`src/hdl/isaPkg.sv`:
```
package isaPkg;

	// one machine word, also the instruction width
	typedef logic [15:0] word_t;
	// index into the eight-entry register file
	typedef logic [2:0] regIdx_t;
	// alu function field of R-format instructions
	typedef logic [1:0] funct_t;

	// major opcodes, any code not listed traps as illegal
	typedef enum logic [4:0] {
		HALT  = 5'b00000,
		NOP   = 5'b00001,
		J     = 5'b00100,
		JR    = 5'b00101,
		JAL   = 5'b00110,
		JALR  = 5'b00111,
		ADDI  = 5'b01000,
		SUBI  = 5'b01001,
		XORI  = 5'b01010,
		ANDNI = 5'b01011,
		BEQZ  = 5'b01100,
		BNEZ  = 5'b01101,
		ST    = 5'b10000,
		LD    = 5'b10001,
		SLBI  = 5'b10010,
		STU   = 5'b10011,
		LBI   = 5'b11000,
		ALUR  = 5'b11011
	} opcode_t;

	// funct codes of the R-format group
	localparam funct_t fnAdd  = 2'b00;
	localparam funct_t fnSub  = 2'b01;
	localparam funct_t fnXor  = 2'b10;
	localparam funct_t fnAndn = 2'b11;

	// how the low instruction bits become the immediate
	typedef enum logic [2:0] {
		none,
		sext5,
		zext5,
		sext8,
		zext8,
		sext11
	} immKind_t;

	// field positions inside the instruction word
	localparam int opMsb = 15;
	localparam int opLsb = 11;
	localparam int rsMsb = 10;
	localparam int rsLsb = 8;
	localparam int rtMsb = 7;
	localparam int rtLsb = 5;
	// R-format destination
	localparam int rdRMsb = 4;
	localparam int rdRLsb = 2;
	// I-format destination, shares bits with rt
	localparam int rdIMsb = 7;
	localparam int rdILsb = 5;
	localparam int functMsb = 1;
	localparam int functLsb = 0;
	// widest immediate field, J-format displacement
	localparam int immFieldW = 11;

	// JAL and JALR write the return address here
	localparam regIdx_t linkReg = 3'd7;

endpackage
```
`src/hdl/ctrlPkg.sv`:
```
package ctrlPkg;

	// which field of the instruction names the register to write
	typedef enum logic [1:0] {
		rdR,
		rdI,
		rs,
		link7
	} dstSel_t;

	// execute-stage operation select
	typedef logic [1:0] aluOp_t;

	localparam aluOp_t aluAdd = 2'b00;
	localparam aluOp_t aluXor = 2'b01;
	localparam aluOp_t aluAnd = 2'b10;
	// byte merge: (a << 8) | b, invA drops the a term
	localparam aluOp_t aluByte = 2'b11;

	// control bundle handed to execute, memory and writeback
	typedef struct packed {
		logic regWrite;
		logic memEn;
		logic memWrite;
		logic memToReg;
		logic aluSrcImm;
		logic branch;
		logic jump;
		logic jumpReg;
		logic link;
		logic invA;
		logic invB;
		logic cIn;
		logic dump;
		logic illegal;
		// on branches bit 0 picks the not-equal sense
		aluOp_t aluOp;
	} ctrl_t;

	// write port coming back from writeback
	typedef struct packed {
		logic en;
		isaPkg::regIdx_t sel;
		isaPkg::word_t data;
	} wbBus_t;

	// pipeline record between decode and execute
	typedef struct packed {
		ctrl_t ctrl;
		isaPkg::word_t a;
		isaPkg::word_t b;
		isaPkg::word_t imm;
		isaPkg::regIdx_t dst;
	} idEx_t;

endpackage

```
`src/hdl/decodeStage.sv`:
```
`timescale 1ns/10ps

module decodeStage (
	input  logic            clk,
	input  logic            arstN,
	input  logic            inValid,
	input  isaPkg::word_t   instr,
	input  ctrlPkg::wbBus_t wb,
	output logic            outValid,
	output ctrlPkg::idEx_t  idEx,
	output logic            err,
	output logic            dump
);

	import isaPkg::*;
	import ctrlPkg::*;

	// register file configuration handed down
	localparam int rfDataWidth = $bits(word_t);
	localparam bit rfBypass = 1'b1;

	opcode_t opcode;
	funct_t funct;
	ctrl_t ctrl;
	immKind_t immKind;
	dstSel_t dstSel;
	word_t rdDataA;
	word_t rdDataB;
	word_t imm;
	regIdx_t dst;

	assign opcode = opcode_t'(instr[opMsb:opLsb]);
	assign funct = instr[functMsb:functLsb];

	decodeControl control (
		.opcode  (opcode),
		.funct   (funct),
		.ctrl    (ctrl),
		.immKind (immKind),
		.dstSel  (dstSel)
	);

	// rs on port A, rt on port B
	regFileBypass #(
		.dataWidth    (rfDataWidth),
		.bypassEnable (rfBypass)
	) regFile (
		.clk     (clk),
		.arstN   (arstN),
		.rdSelA  (instr[rsMsb:rsLsb]),
		.rdSelB  (instr[rtMsb:rtLsb]),
		.rdDataA (rdDataA),
		.rdDataB (rdDataB),
		.wr      (wb)
	);

	immExtend immGen (
		.field (instr[immFieldW-1:0]),
		.kind  (immKind),
		.imm   (imm)
	);

	// destination register index
	always_comb begin
		case (dstSel)
			rdR: dst = instr[rdRMsb:rdRLsb];
			rs: dst = instr[rsMsb:rsLsb];
			link7: dst = linkReg;
			default: dst = instr[rdIMsb:rdILsb];
		endcase
	end

	// ID/EX record, loaded only on a strobe
	always_ff @(posedge clk or negedge arstN) begin
		if (!arstN) begin
			outValid <= 1'b0;
			err <= 1'b0;
			dump <= 1'b0;
			idEx <= '0;
		end else begin
			outValid <= inValid;
			// flags pulse together with outValid
			err <= inValid && ctrl.illegal;
			dump <= inValid && ctrl.dump;
			if (inValid) begin
				idEx <= '{ctrl: ctrl, a: rdDataA, b: rdDataB, imm: imm, dst: dst};
			end
		end
	end

endmodule

```
`src/hdl/immExtend.sv`:
```
`timescale 1ns/10ps

module immExtend (
	input  logic [isaPkg::immFieldW-1:0] field,
	input  isaPkg::immKind_t              kind,
	output isaPkg::word_t                 imm
);

	import isaPkg::*;

	// one mux instead of separate extenders per width
	always_comb begin
		case (kind)
			sext5: begin
				imm = {{11{field[4]}}, field[4:0]};
			end
			zext5: begin
				imm = {11'd0, field[4:0]};
			end
			sext8: begin
				imm = {{8{field[7]}}, field[7:0]};
			end
			zext8: begin
				imm = {8'd0, field[7:0]};
			end
			sext11: begin
				// J-format displacement, whole field
				imm = {{5{field[10]}}, field[10:0]};
			end
			default: begin
				// no immediate in this format
				imm = '0;
			end
		endcase
	end

endmodule

```
`src/hdl/regFileBypass.sv`:
```
`timescale 1ns/10ps

module regFileBypass #(
	parameter int dataWidth = 16,
	parameter bit bypassEnable = 1'b1
) (
	input  logic                   clk,
	input  logic                   arstN,
	input  isaPkg::regIdx_t        rdSelA,
	input  isaPkg::regIdx_t        rdSelB,
	output logic [dataWidth-1:0]   rdDataA,
	output logic [dataWidth-1:0]   rdDataB,
	input  ctrlPkg::wbBus_t        wr
);

	import isaPkg::*;

	// one entry per encodable register index
	localparam int numRegs = 2 ** $bits(regIdx_t);

	logic [dataWidth-1:0] regs [numRegs];

	// write on the rising edge, whole array clears on reset
	always_ff @(posedge clk or negedge arstN) begin
		if (!arstN) begin
			for (int i = 0; i < numRegs; i++) begin
				regs[i] <= '0;
			end
		end else if (wr.en) begin
			regs[wr.sel] <= wr.data;
		end
	end

	// same-cycle write forwarded into the read
	function automatic logic [dataWidth-1:0] readPort(input regIdx_t sel);
		logic hit;
		hit = bypassEnable && wr.en && (wr.sel == sel);
		return hit ? wr.data : regs[sel];
	endfunction

	// compare made separately for each port
	always_comb begin
		rdDataA = readPort(rdSelA);
	end

	always_comb begin
		rdDataB = readPort(rdSelB);
	end

endmodule

```
`src/hdl/decodeControl.sv`:
```
`timescale 1ns/10ps

module decodeControl (
	input  isaPkg::opcode_t  opcode,
	input  isaPkg::funct_t   funct,
	output ctrlPkg::ctrl_t   ctrl,
	output isaPkg::immKind_t immKind,
	output ctrlPkg::dstSel_t dstSel
);

	import isaPkg::*;
	import ctrlPkg::*;

	always_comb begin
		// defaults are no enables, add and the I-format destination
		ctrl = '0;
		ctrl.aluOp = aluAdd;
		immKind = none;
		dstSel = rdI;

		case (opcode)
			HALT: begin
				ctrl.dump = 1'b1;
			end
			NOP: begin
				// bubble with defaults only
			end
			ADDI: begin
				ctrl.regWrite = 1'b1;
				ctrl.aluSrcImm = 1'b1;
				immKind = sext5;
			end
			SUBI: begin
				// imm - rs as imm + ~rs + 1
				ctrl.regWrite = 1'b1;
				ctrl.aluSrcImm = 1'b1;
				ctrl.invA = 1'b1;
				ctrl.cIn = 1'b1;
				immKind = sext5;
			end
			XORI: begin
				ctrl.regWrite = 1'b1;
				ctrl.aluSrcImm = 1'b1;
				ctrl.aluOp = aluXor;
				immKind = zext5;
			end
			ANDNI: begin
				ctrl.regWrite = 1'b1;
				ctrl.aluSrcImm = 1'b1;
				ctrl.invB = 1'b1;
				ctrl.aluOp = aluAnd;
				immKind = zext5;
			end
			ST: begin
				// address is rs + imm and data comes from rt
				ctrl.memEn = 1'b1;
				ctrl.memWrite = 1'b1;
				ctrl.aluSrcImm = 1'b1;
				immKind = sext5;
			end
			LD: begin
				ctrl.regWrite = 1'b1;
				ctrl.memEn = 1'b1;
				ctrl.memToReg = 1'b1;
				ctrl.aluSrcImm = 1'b1;
				immKind = sext5;
			end
			STU: begin
				// store and write the address back into rs
				ctrl.regWrite = 1'b1;
				ctrl.memEn = 1'b1;
				ctrl.memWrite = 1'b1;
				ctrl.aluSrcImm = 1'b1;
				immKind = sext5;
				dstSel = rs;
			end
			LBI: begin
				// invA masks out rs so only the immediate remains
				ctrl.regWrite = 1'b1;
				ctrl.aluSrcImm = 1'b1;
				ctrl.invA = 1'b1;
				ctrl.aluOp = aluByte;
				immKind = sext8;
				dstSel = rs;
			end
			SLBI: begin
				ctrl.regWrite = 1'b1;
				ctrl.aluSrcImm = 1'b1;
				ctrl.aluOp = aluByte;
				immKind = zext8;
				dstSel = rs;
			end
			BEQZ, BNEZ: begin
				ctrl.branch = 1'b1;
				ctrl.aluOp = (opcode == BNEZ) ? aluXor : aluAdd;
				immKind = sext8;
			end
			J: begin
				ctrl.jump = 1'b1;
				immKind = sext11;
			end
			JAL: begin
				ctrl.jump = 1'b1;
				ctrl.link = 1'b1;
				ctrl.regWrite = 1'b1;
				immKind = sext11;
				dstSel = link7;
			end
			JR: begin
				// target is rs + imm
				ctrl.jump = 1'b1;
				ctrl.jumpReg = 1'b1;
				immKind = sext8;
			end
			JALR: begin
				ctrl.jump = 1'b1;
				ctrl.jumpReg = 1'b1;
				ctrl.link = 1'b1;
				ctrl.regWrite = 1'b1;
				immKind = sext8;
				dstSel = link7;
			end
			ALUR: begin
				ctrl.regWrite = 1'b1;
				dstSel = rdR;
				case (funct)
					fnAdd: ctrl.aluOp = aluAdd;
					fnSub: begin
						// rt - rs
						ctrl.aluOp = aluAdd;
						ctrl.invA = 1'b1;
						ctrl.cIn = 1'b1;
					end
					fnXor: ctrl.aluOp = aluXor;
					fnAndn: begin
						ctrl.aluOp = aluAnd;
						ctrl.invB = 1'b1;
					end
				endcase
			end
			default: begin
				// unknown code leaves every enable clear
				ctrl.illegal = 1'b1;
			end
		endcase
	end

endmodule

```
`config.mk`:
```
export PLATFORM = sky130hd
export DESIGN_NAME = decodeStage
export DESIGN_NICKNAME = d
export VERILOG_FILES = /design/src/hdl/isaPkg.sv /design/src/hdl/ctrlPkg.sv /design/src/hdl/decodeStage.sv /design/src/hdl/immExtend.sv /design/src/hdl/regFileBypass.sv /design/src/hdl/decodeControl.sv
export SDC_FILE = /design/constraint.sdc
export NUM_CORES = 1
export LEC_CHECK = 0
export BUFFER_PORTS_ARGS = -buffer_cell sky130_fd_sc_hd__buf_4
export CAP_MARGIN = 20
export CORE_UTILIZATION = 54
export DETAILED_ROUTE_END_ITERATION = 8
export GPL_TIMING_DRIVEN = 0
export MAX_ROUTING_LAYER = met4
export PLACE_DENSITY_LB_ADDON = 0.08
export SLEW_MARGIN = 20
export SYNTH_ARGS = -nofsm -noshare
export SYNTH_HDL_FRONTEND = slang
export SYNTH_HIERARCHICAL = 1
export SYNTH_SLANG_ARGS = --single-unit
```
`constraint.sdc`:
```
create_clock -name clk -period 1.6 [get_ports clk]
set_input_delay 0.08 -clock clk [delete_from_list [all_inputs] [get_ports clk]]
set_output_delay 0.08 -clock clk [all_outputs]
set_load 0.05 [all_outputs]
```
; ---- Word level (Yosys, flattened, before mapping)
; Index checks and enable logic that the tools add are counted.
[op_classes]
magnitude_cmp = 4
n_eq_ne = 29
muxes = 34
bitwise_logic = 3
reduce_logical = 25
[op_table]
columns = cell, n
row1 = 128-bit bitwise mux, 1
row2 = 16-bit two-way mux, 7
row3 = 16-bit binary-select mux with 3-bit select, 2
row4 = 16-bit case mux with 5 select lines, 1
row5 = 16-bit demux with 3-bit select, 1
row6 = 5-bit by 4-bit equality test with 1-bit output (second input constant), 6
row7 = 5-bit equality test (second input constant), 6
row8 = 5-bit by 3-bit equality test with 1-bit output (second input constant), 4
row9 = 18-bit OR reduction, 1
row10 = 2-bit OR reduction, 9
row11 = 3-bit case mux with 5 select lines, 1
row12 = 1-bit two-way mux, 14
row13 = 4-bit >= comparator (second input constant), 3
row14 = 3-bit inverter with 4-bit output, 3
row15 = 2-bit case mux with 3 select lines, 2
row16 = 11-bit OR reduction, 1
row17 = 2-bit case mux with 5 select lines, 1
row18 = 5-bit OR reduction, 2
row19 = 3-bit case mux with 3 select lines, 1
row20 = 9-bit OR reduction, 1
row21 = 2-bit equality test (second input constant), 4
row22 = 3-bit by 2-bit equality test with 1-bit output (second input constant), 2
row23 = 3-bit equality test, 2
row24 = 3-bit equality test (second input constant), 2
row25 = other kinds (10), 18
[word_totals]
register_bits = 198
input_bits = 39
out_inout_bits = 70
word_cells = 125

; ---- Logic depth before layout (Yosys ltp)
; Gate-level depths: netlist of run 1.
[depth]
word_depth = 6
mapped_depth = 10

; ---- Hierarchy
; Netlist of run 1, hierarchy kept.
[modules_own_cells]
columns = module, n_inst, cells_each, area_each_um2
row1 = regFileBypass, 1, 452, 7508.5
row2 = decodeStage, 1, 158, 2687.6
row3 = decodeControl, 1, 70, 486.7
row4 = immExtend, 1, 28, 214.0

; ---- Worst setup path before layout of run 1
; Ideal clock, no wire load.
[synth_path]
path_kind = input port to flip-flop
start = in instr[9]
end = reg idEx[46] in the netlist's numbering
setup_time_ns = 0.125
arrival_ns = 1.686
required_time_ns = 1.475
slack_ns = -0.210
path_stages = 6
path_buffers = 2
path_cell_list = clkbuf_1 -> clkbuf_1 -> mux4_2 -> mux2_2 -> mux2_4 -> mux2_2
[synth_between]
elab_chain_len = 5
[synth_rtl]
columns = element, line_no
row1 = start: declaration, decodeStage.sv:7  ; input isaPkg::word_t instr,
row2 = 3-bit inverter with 4-bit output (implied by the code), regFileBypass.sv:38  ; return hit ? wr.data : regs[sel];
row3 = 16-bit binary-select mux with 3-bit select, regFileBypass.sv:38
row4 = 16-bit two-way mux (implied by the code) (2 in series), regFileBypass.sv:38
row5 = 16-bit two-way mux (*), regFileBypass.sv:38
row6 = named net rdDataA[11], decodeStage.sv:27  ; word_t rdDataA;
row7 = end signal: assignment, decodeStage.sv:86  ; idEx <= '{ctrl: ctrl, a: rdDataA, b: rdDataB, imm: imm, dst: dst};
row8 = end: declaration, decodeStage.sv:10  ; output ctrlPkg::idEx_t idEx,
; The timed path passes the listed nets; every way through them passes the cells marked *. The select of a mux whose other input is x is not followed.
; A chain may end at the register's enable or synchronous reset.

; ---- Worst setup path after layout of run 1
[layout_path]
start = reg regFile/regs[71] in the netlist's numbering
end = reg idEx[42] in the netlist's numbering
[layout_between]
elab_chain_len = 4
[layout_rtl]
columns = element, line_no
row1 = start: declaration, regFileBypass.sv:21  ; logic [dataWidth-1:0] regs [numRegs];
row2 = start signal: indexed assignment, regFileBypass.sv:30  ; regs[wr.sel] <= wr.data;
row3 = 16-bit binary-select mux with 3-bit select, regFileBypass.sv:38
row4 = 16-bit two-way mux (implied by the code) (2 in series), regFileBypass.sv:38
row5 = 16-bit two-way mux, regFileBypass.sv:38
row6 = named net rdDataA[7], decodeStage.sv:27
; The timed path passes the listed nets, and every way through them passes these cells. The select of a mux whose other input is x is not followed.

==> results of run 1 <==
[sequential cells by signal, summed over array words and instances, names as in the netlist]
| name | flops |
|---|---|
| dump | 1 |
| err | 1 |
| idEx | 67 |
| outValid | 1 |
| regFile/regs | 128 |
[how the worst max path moves through the flow]
stage                                             from                   end  slack, ns  cells past startpoint
final                     regFile/regs[71]$_DFFE_PN0P_  idEx[42]$_DFFE_PN0P_      -0.22                      4
after global routing       regFile/regs[5]$_DFFE_PN0P_  idEx[24]$_DFFE_PN0P_      -0.24                      4
after CTS                 regFile/regs[71]$_DFFE_PN0P_  idEx[42]$_DFFE_PN0P_      -0.21                      4
after detailed placement                      instr[6]  idEx[30]$_DFFE_PN0P_      -0.79                      7
after global placement                        instr[6]  idEx[30]$_DFFE_PN0P_      -0.79                      7
after floorplan                              instr[13]  idEx[14]$_DFFE_PN0P_      -0.09                     10
[cells by family (layout without fill, tap and decap cells)]
| group | after synthesis | after routing | synth area share |
|---|---|---|---|
| flops | 198 | 198 | 0.4547 |
| buf+inv | 75 | 199 | 0.04685 |
| mux | 326 | 326 | 0.4271 |
| other cells | 0 | 2 | 0 |
| simple gates | 72 | 72 | 0.04329 |
| compound gates | 26 | 26 | 0.01918 |
| xor+xnor | 11 | 11 | 0.008842 |
[layout make-up]
cell class | instances | area (um^2) | share of cell area
clock inverters | 13 | 158.9 | 0.01245
plain buffers | 74 | 614.3 | 0.04814
clock buffers | 19 | 442.9 | 0.03471
inverters | 1 | 3.754 | 0.0002941
well taps | 265 | 331.6 | 0.02598
repair buffers | 92 | 723.2 | 0.05667
flip-flops and latches | 198 | 4955 | 0.3882
multi-input cells | 435 | 5528 | 0.4331
diodes | 2 | 5.005 | 0.0003922
[power groups by stage]
stage	Sequential (W)	Combinational [W]	Clock [W]
after floorplan	0.00797	0.00264	0
after global placement	0.00674	0.00509	0
after detailed placement	0.00687	0.00522	0
after CTS	0.00678	0.00547	0.00449
after global routing	0.00693	0.00595	0.00469
final	0.00680	0.00564	0.00439
[synthesized netlist by cell type (all sizes together)]
| master | count | area (um^2) |
|---|---|---|
| nand4b | 4 | 35.03 |
| o22ai | 3 | 18.77 |
| clkbuf | 11 | 46.29 |
| o2bb2a | 1 | 20.02 |
| inv | 1 | 3.750 |
| and2 | 7 | 51.30 |
| o2bb2ai | 3 | 26.28 |
| nor3b | 9 | 87.59 |
| nor4bb | 2 | 20.02 |
| a21bo | 1 | 10.01 |
| or2 | 1 | 6.260 |
| xnor2 | 9 | 78.83 |
| nand2 | 10 | 37.54 |
| buf | 63 | 460.5 |
| nand4 | 3 | 18.77 |
| o21ai | 2 | 10.01 |
| mux2 | 256 | 2924 |
| o31a | 1 | 8.760 |
| nand2b | 7 | 43.79 |
| nand3b | 2 | 15.01 |
| nor3 | 4 | 35.03 |
| a21o | 1 | 7.510 |
| and4b | 1 | 10.01 |
| a211oi | 5 | 42.54 |
| xor2 | 2 | 17.52 |
| dfrtp | 198 | 4955 |
| o211ai | 2 | 20.02 |
| o31ai | 1 | 7.510 |
| mux2i | 6 | 63.81 |
| a21oi | 4 | 20.02 |
| and3 | 1 | 6.260 |
| a211o | 2 | 17.52 |
| nor2b | 5 | 31.28 |
| nand3 | 2 | 10.01 |
| and4bb | 1 | 12.51 |
| mux4 | 64 | 1667 |
| nor2 | 13 | 51.30 |
[worst max-delay path: cells and delay by family, from the launching register on]
| family | cells | cell delay [ns] |
|---|---|---|
| muxes | 4 | 1.31 |
| DFF | 1 | 0.39 |
[metal layers]
layer	GRT usage	up-vias
li1	-	2868
met1	0.3317	3435
met2	0.4333	199
met3	0.05894	37
met4	0.09239	0
met5	-	-
[cell usage in the layout, fill, tap and decap left out, drive strengths merged, types with 3 or more instances in the layout]
cell type,synthesis,routed
a211oi,5,5
nor2,13,13
nand4b,4,4
nand2,10,10
mux4,64,64
nor3b,9,9
xnor2,9,9
dfrtp,198,198
nand4,3,3
nor3,4,4
clkbuf,11,30
buf,63,153
mux2i,6,6
inv,1,9
o22ai,3,3
nor2b,5,5
nand2b,7,7
a21oi,4,4
o2bb2ai,3,3
mux2,256,256
and2,7,7
[metrics by stage]
step | power (W) | instances
2_1_floorplan | 0.01061 | 708
5_1_grt | 0.01756 | 1099
3_3_place_gp | 0.01183 | 1057
4_1_cts | 0.01674 | 1095
6_report | 0.01684 | 1099
3_5_place_dp | 0.01209 | 1058
[timing repair]
item / in CTS / in global routing
gates resized for setup: 40 / 39
endpoints found under the hold margin: 94 / 0
buffers inserted: 3 / 2
hold buffers: 2 / 0
pin swaps: 2 / 0
cloned: 0 / 0
setup endpoints to repair: 32 / 56
==> impl_metrics.csv, run 1 <==
group,metric,value,unit
synthesis,ys_ff_latch,198,
grt,grt_max_degree,106,
place,placed_cell_area,11800,um^2
layout,nets,858,
timing,finalCritPeriodShare,1.135,
cts,cts_tree,"done",
place,routabilityCongestion,0.8309,
grt,grt_util_all_layers,0.2672,
setup_path,required,1.92,ns
cts,cts_sinks,198,
timing,setup_viol,32,
setup_path,crit_slowest_cell,"mux4_2",
pwr,p_comb_frac,0.335,
layout,design_area,12760,um^2
synthesis,syn_inst,708,
route,vias,6539,
setup_path,r2r_cells,4,
layout,fill_cells,1433,
pwr,internal_power,0.01142,W
route,routedWlPerCell,23.08,um
route,drt_iter0_markers,423,
place,io_buffers,84,
die,fp.dieW,144.1,um
synthesis,avgSynthCellArea,15.39,um^2
hold_path,holdPathStages,3,
timing,holdWs,0.01242,ns
setup_path,crit_type,"flip-flop to flip-flop",
synthesis,syn_area,10900,um^2
pwr,p_clk_frac,0.261,
grt,grt_pass1_vias,6905,
grt,antenna_found_initial,2,
pwr,p_per_area,1319,nW/um^2
setup_path,r2r-end,"idEx[42]$_DFFE_PN0P_",
setup_path,rrSetupSlack,-0.22,ns
setup_path,end_kind,"flip-flop",
outcome,failed_checks,"negative setup slack",
setup_path,cp-start-kind,"flip-flop",
timing,fin_skew,0.008492,ns
cts,ctsRootBufferMaster,"clkbuf_16",
route,drc,0,
place,hpwl,17000,um
pwr,seq_power_share,0.404,
job,maxCapViolCount,0,
setup_path,worstPathArrival,2.14,ns
setup_path,worstPathCellList,"mux4_2 -> mux2_4 -> mux2_4 -> mux2_4",
timing,maxSlewHeadroom,0.5101,
pwr,p_switching,0.005413,W
timing,slew_violations,0,
timing,setup_ws,-0.2160,ns
route,wl_met1,10780,um
route,highest_layer,"met4",
timing,max_freq,550.7,MHz
cts,cts_made_buffers,17,
route,antenna_left,0,
timing,fin_crit,1.816,ns
route,route.met3.wl,1479,um
cts,clk_path_buf_depth,2,
hold_path,holdPathEnd,"idEx[0]$_DFFE_PN0P_",
outcome,outcome,"finished, violations left",
die,coreArea,19590,um^2
setup_path,timing.rr.start,"regFile/regs[71]$_DFFE_PN0P_",
place,pre_cts_slack,-0.7919,ns
layout,syn_to_final_growth,17.12,%
pwr,power_leakage,5.693,nW
route,drt-total-wl,25370,um
route,met2_wirelength,12630,um
pwr,switching_share,0.3215,
hold_path,hold_class,"primary input to flip-flop",
timing,worst_slew_pin_slew,0.7348,ns
layout,post-route-util,0.6515,
route,firstDrtPassIters,5,
synthesis,synth.distinct_cells,51,
cts,h-tree-depth,4,
timing,finalHoldViolCount,0,
synthesis,ys_warn_count,6,
die,die_area,20750,um^2
die,rows,51,
timing,fin_setup_tns,-5.595,ns
die,ios,109,
grt,grt_pass1_wl,39050,um
cts,clk_latency,0.43,ns
hold_path,holdCritStartpoint,"instr[2]",
setup_path,max_stage_delay,0.49,ns
route,drt-vias-per-instance,5.950,
setup_path,crit_top_cell,"mux2_4",
synthesis,synth_fp_nets,747,
cts,path_clk_slew,0.08,ns
die,floorplan.initialDensity,0.5562,
setup_path,worst-path-max-fanout,3,
layout,drive_gt1_frac,0.6226,
grt,grt_remaining_overflow,0,
synthesis,ys_seq_area_frac,0.4547,
timing,rsz0062_at_grt,"yes",
pwr,peakVddDrop,0.0008329,V
die,die_h,144.1,um
(Power assumes the default switching activity.)
==> run 2, diff against run 1 <==
Settings changed: ABC_AREA from default to 1, CORE_UTILIZATION 54 to 30.
==> impl_metrics.csv, run 2 <==
group,metric,value,unit
timing,setup_viol,0,
layout,finalNonFillerCells,2156,
layout,final_cell_mix,"nand2_1, nand3_1, dfrtp_1",
route,drt-vias-per-instance,4.804,
synthesis,avgSynthCellArea,7.636,um^2
setup_path,crit_buf_inv,3,
place,io_buffers,106,
route,antenna_left,0,
die,fp.dieW,196.7,um
pwr,peakVddDrop,0.0006450,V
layout,design_area,13710,um^2
setup_path,crit_top_cell,"buf_4",
synthesis,ys_seq_area_frac,0.4355,
outcome,outcome,"complete, no violations",
die,floorplan.initialDensity,0.3078,
place,pre_cts_slack,-0.4420,ns
cts,ctsRootBufferMaster,"clkbuf_16",
setup_path,max_stage_delay,0.40,ns
job,maxCapViolCount,0,
synthesis,synth_fp_nets,1529,
place,routabilityCongestion,0.8869,
synthesis,yosys-mux-area-fraction,0.08116,
synthesis,syn_area,11380,um^2
timing,fin_skew,0.01249,ns
timing,holdWs,0.02742,ns
route,drc,0,
synthesis,synth.distinct_cells,31,
synthesis,synth-xor-area-share,0,
synthesis,synth.most_common_cell,"nand2_1",
layout,drive_gt1_frac,0.1858,
setup_path,crit_type,"primary input to flip-flop",
synthesis,synth-simple-area-share,0.3064,
layout,largestRegisters,"regFile/regs: 128 flops, idEx: 67 flops",
layout,nets,1680,
cts,clk_latency,0.45,ns
synthesis,synth.top_cells.by_count,"nand2_1, nand3_1, dfrtp_1",
synthesis,synthArstFlopShare,1.000,
setup_path,worstPathCellList,"buf_4 -> nand2_1 -> nor3_1 -> nor3b_4 -> buf_4 -> nand2_2 -> nor2_1 -> nand2_2 -> nand3_4 -> buf_4 -> mux2_4",
grt,antenna_found_initial,0,
route,vias,10360,
die,die_h,196.7,um
synthesis,syn_inst,1490,
route,firstDrtPassIters,5,
synthesis,synth_top_family_by_area,"simple AND/OR/NAND/NOR gates",
timing,maxSlewHeadroom,0.5334,
layout,n_antenna_cell,0,
synthesis,ys_warn_count,6,
setup_path,worstPathArrival,1.85,ns
synthesis,ys_ff_latch,198,
cts,h-tree-depth,4,
layout,final_common_cell,"nand2_1",
pwr,power_leakage,7.199,nW
setup_path,cp-start-kind,"primary input",
synthesis,synth_edf_count,0,
grt,grt_util_all_layers,0.2117,
timing,finalHoldViolCount,0,
hold_path,hold_class,"primary input to flip-flop",
synthesis,synthAdderAreaFrac,0,
route,drt-total-wl,38810,um
synthesis,synthTopCellsByArea,"dfrtp_1, nand2_1, nand3_1, mux2_4, o21ai_0",
layout,syn_to_final_growth,20.54,%
timing,max_freq,658.2,MHz
pwr,p_per_area,1109,nW/um^2
route,drt_iter0_markers,685,
setup_path,worst-path-max-fanout,6,
cts,clk_path_buf_depth,2,
setup_path,cpLargestDelayFamily,"simple AND/OR/NAND/NOR gates",
die,ios,109,
layout,largest_reg_flops,128,
layout,fill_cells,3940,
cts,cts_tree,"done",
grt,grt_remaining_overflow,0,
cts,cts_made_buffers,17,
route,routedWlPerCell,18.00,um
synthesis,synth-compound-area-share,0.06543,
setup_path,required,1.93,ns
layout,top_register,"regFile/regs",
synthesis,yosysTopAreaCell,"dfrtp_1",
cts,cts_sinks,198,
grt,grt_pass1_wl,59820,um
timing,rsz0062_at_grt,"no",
layout,post-route-util,0.3711,
place,dp.cells,2102,
place,hpwl,30160,um
timing,worst_slew_pin_slew,0.6999,ns
timing,setup_ws,0.08074,ns
die,die_area,38710,um^2
synthesis,synthFlopType,"dfrtp_1",
setup_path,end_kind,"flip-flop",
timing,fin_crit,1.519,ns
setup_path,crit_slowest_cell,"nor3_1",
die,coreArea,36960,um^2
place,placed_cell_area,12930,um^2
synthesis,yosysTopAreaCellShare,0.4355,
cts,path_clk_slew,0.07,ns
timing,slew_violations,0,
timing,finalCritPeriodShare,0.9495,
die,rows,70,
grt,grt_max_degree,87,
grt,grt_pass1_vias,10200,
-- run 2: cell types whose count changed in the layout (fill, tap and decap cells not counted), moves of 64 or more --
cell,previous run,this run
inv_1,1,163
mux2_2,173,2
o21ai_0,2,134
mux4_2,64,0
nand2_1,10,509
nand3_1,1,239
-- run 2: layer usage --
metal | global-route usage | vias up | wire [um]
met2 | 0.3603 | 241 | 19520
met1 | 0.2659 | 5076 | 17400
met4 | 0.04508 | 0 | 445
li1 | - | 5015 | -
met3 | 0.03114 | 25 | 1444
met5 | - | - | 0
-- run 2: report_power, final --
part	total [W]	switching (W)	internal, W	leakage [nW]
Combinational	0.00474	0.00308	0.00166	4.45
Clock	0.00412	0.00195	0.00216	0.263
Sequential	0.00636	0.000478	0.00588	2.48
Total	0.0152	0.00551	0.00971	7.20
-- run 2: cell families (layout without fill, tap and decap cells) --
family	Yosys count	count (layout)
flops	198	198
simple gates	814	814
buf+inv	270	432
mux	62	62
compound gates	146	146
-- run 2: path summary, 6_finish.rpt --
path,cells after the start,endpoint,slack (ns),from
setup / recovery,11,idEx[14]$_DFFE_PN0P_,0.08,instr[13]
hold / removal,4,idEx[10]$_DFFE_PN0P_,0.03,instr[7]
setup reg to reg,7,idEx[24]$_DFFE_PN0P_,0.21,regFile/regs[117]$_DFFE_PN0P_
hold reg to reg,2,regFile/regs[60]$_DFFE_PN0P_,0.48,regFile/regs[60]$_DFFE_PN0P_
max in group asynchronous,4,regFile/regs[15]$_DFFE_PN0P_,0.30,arstN
min in group asynchronous,2,regFile/regs[117]$_DFFE_PN0P_,0.15,arstN
-- run 2: worst register-to-register path: stages, from the launching register on --
cell	delay, ns
dfrtp_1	0.39
inv_1	0.10
nand2_1	0.06
nand3_1	0.09
nand3_1	0.14
nand3_1	0.16
nand2_1	0.08
mux2_4	0.25
-- run 2: timing repair --
item | 4_1_cts | 5_1_grt
gates resized for setup | 0 | 2
setup endpoints to repair | 0 | 5
buffers inserted | 0 | 1
hold buffers | 23 | 0
endpoints found under the hold margin | 118 | 0
-- run 2: per-stage QoR --
step / total power (W) / TNS (ns)
floorplan: 0.009588 / 0
global placement: 0.01111 / -229.92
detailed placement: 0.01116 / -10.84
CTS: 0.01542 / 0
global route: 0.01612 / 0
finish: 0.01521 / 0
-- run 2: area by class of cell --
class / instances / area, um^2 / area share
multi-input cells: 1022 / 5219 / 0.3805
plain buffers: 91 / 599.3 / 0.04370
repair buffers: 132 / 1096 / 0.07992
flip-flops and latches: 198 / 4955 / 0.3613
inverters: 179 / 684.4 / 0.04990
clock inverters: 9 / 80.08 / 0.005839
clock buffers: 21 / 450.4 / 0.03284
well taps: 504 / 630.6 / 0.04598
==> run 3, diff against run 2 <==
Settings changed: CELL_PAD_IN_SITES_DETAIL_PLACEMENT from default to 1, CELL_PAD_IN_SITES_GLOBAL_PLACEMENT from default to 1, GPL_TIMING_DRIVEN 0 to default.
==> impl_metrics.csv, run 3 (synthesis results as in run 2) <==
group,metric,value,unit
grt,grt_max_degree,53,
route,firstDrtPassIters,5,
grt,grt_pass1_vias,11130,
route,vias,10220,
layout,fill_cells,4497,
route,routedWlPerCell,19.84,um
timing,maxSlewHeadroom,0.6413,
outcome,outcome,"complete, no violations",
setup_path,crit_type,"primary input to flip-flop",
die,coreArea,36960,um^2
pwr,p_per_area,1135,nW/um^2
setup_path,required,1.95,ns
layout,multi_input_comb_area,5218,um^2
layout,finalNonFillerCells,2141,
layout,drive_gt1_frac,0.1998,
timing,finalHoldViolCount,0,
timing,fin_setup_tns,0,ns
cts,clk_path_buf_depth,2,
place,hpwl,28430,um
setup_path,timing.rr.start,"regFile/regs[64]$_DFFE_PN0P_",
setup_path,worstPathCellList,"dlygate4sd3_1 -> buf_4 -> inv_2 -> nand2_1 -> nand2_1 -> nor2_2 -> nand2_8 -> nand3_1 -> nand2_1 -> mux2_4",
cts,cts_made_buffers,17,
cts,cts_tree,"done",
place,dp.cells,2087,
setup_path,worstPathArrival,1.90,ns
setup_path,r2r_cells,7,
layout,nets,1663,
cts,post_cts_buffers,0,
cts,ctsRootBufferMaster,"clkbuf_16",
timing,finalCritPeriodShare,0.9684,
route,drt-vias-per-instance,4.773,
setup_path,cp-start-kind,"primary input",
cts,path_clk_slew,0.07,ns
cts,cts_sinks,198,
hold_path,holdCritStartpoint,"instr[0]",
route,drt_iter0_markers,578,
hold_path,holdPathEnd,"idEx[56]$_DFFE_PN0P_",
setup_path,cpLargestDelayFamily,"simple AND/OR/NAND/NOR gates",
layout,top_register,"regFile/regs",
setup_path,crit_buf_inv,3,
layout,syn_to_final_growth,23.50,%
setup_path,crit_top_cell,"nand2_1",
place,io_buffers,108,
setup_path,crit_slowest_cell,"dlygate4sd3_1",
grt,grt_remaining_overflow,0,
layout,largestRegisters,"regFile/regs: 128 flops, idEx: 67 flops",
place,routabilityCongestion,0.8380,
pwr,power_leakage,7.356,nW
timing,max_freq,645.4,MHz
setup_path,end_kind,"flip-flop",
grt,antenna_found_initial,0,
timing,worst_slew_pin_slew,0.5380,ns
layout,seq_area,4955,um^2
setup_path,r2r-end,"idEx[19]$_DFFE_PN0P_",
setup_path,rrSetupSlack,0.23,ns
route,drc,0,
timing,setup_viol,0,
cts,clk_latency,0.46,ns
cts,h-tree-depth,4,
timing,fin_crit,1.549,ns
route,antenna_left,0,
layout,n_antenna_cell,0,
die,ios,109,
pwr,peakVddDrop,0.0007393,V
timing,fin_skew,0.009914,ns
hold_path,hold_class,"primary input to flip-flop",
layout,largest_reg_flops,128,
pwr,total_power,0.01595,W
job,maxCapViolCount,0,
route,drt-total-wl,42480,um
die,rows,70,
die,fp.dieW,196.7,um
layout,final_cell_mix,"nand2_1, nand3_1, dfrtp_1",
setup_path,worst-path-max-fanout,17,
die,die_h,196.7,um
die,floorplan.initialDensity,0.3078,
timing,slew_violations,0,
grt,grt_util_all_layers,0.2395,
die,die_area,38710,um^2
layout,final_common_cell,"nand2_1",
hold_path,holdPathStages,4,
setup_path,max_stage_delay,0.52,ns
grt,grt_pass1_wl,67410,um
## run 3: cell types whose count changed in the layout (fill, tap and decap cells not counted), sizes merged
cell	previous run	this run
clkinv	6	3
inv	180	182
buf	173	183
bufinv	1	4
dlygate4sd3	23	22
clkbuf	48	20
clkinvlp	1	3
## run 3: how the worst max path moves through the flow
stage              start                   end  cells after the start
4_1_cts         instr[6]  idEx[28]$_DFFE_PN0P_                     11
3_3_place_gp   instr[13]  idEx[13]$_DFFE_PN0P_                     13
5_1_grt         instr[6]  idEx[19]$_DFFE_PN0P_                     10
6_report        instr[6]  idEx[19]$_DFFE_PN0P_                     10
3_5_place_dp   instr[13]  idEx[13]$_DFFE_PN0P_                     11
2_1_floorplan  instr[15]  idEx[14]$_DFFE_PN0P_                     12
## run 3: what timing repair did
item / CTS / global route
gates resized for setup: 0 / 2
hold buffers: 22 / 0
setup endpoints to repair: 0 / 4
hold endpoints to repair: 246 / 0
## run 3: power breakdown
group          total, W  switching, W  internal (W)
logic           0.00483       0.00311       0.00172
registers       0.00635      0.000478       0.00588
clock network   0.00476       0.00212       0.00265
total            0.0160       0.00571        0.0102
## run 3: area by class of cell
class                      count  area share
multi-input combinational   1022      0.3713
clock buffer                  19     0.03081
timing repair buffer         206      0.1376
sequential                   198      0.3526
clock inverter                13     0.01407
inverter                     179     0.04871
tap                          504     0.04488
## run 3: worst reg2reg max path, stage by stage, from the launching register on
cell and delay, ns:
dfrtp_1 0.38, inv_1 0.09, nand2_1 0.06, nand3_1 0.07, nand3_1 0.11, nand3_1 0.16
nand2_1 0.11, mux2_4 0.27
## run 3: routing by layer
layer  vias up  GRT usage  wire length (um)
met5         -          -                 0
met4         0    0.06374               724
met3        36    0.03354              1141
met2       152     0.3891             20740
met1      5050     0.3126             19870
li1       4981          -                 -
## run 3: through the flow
stage	worst slack (ns)	cell area [um^2]	utilization	hold WS [ns]
finish	0.05058	14050	0.3802	0.03494
detailed placement	-0.2188	13190	0.3568	0.04536
global placement	-0.1284	13190	0.3568	0.04511
floorplan	0.00001932	11440	-	-0.2156
global route	-0.006360	14050	0.3802	0.01895
CTS	0.06188	14040	0.3798	0.005506
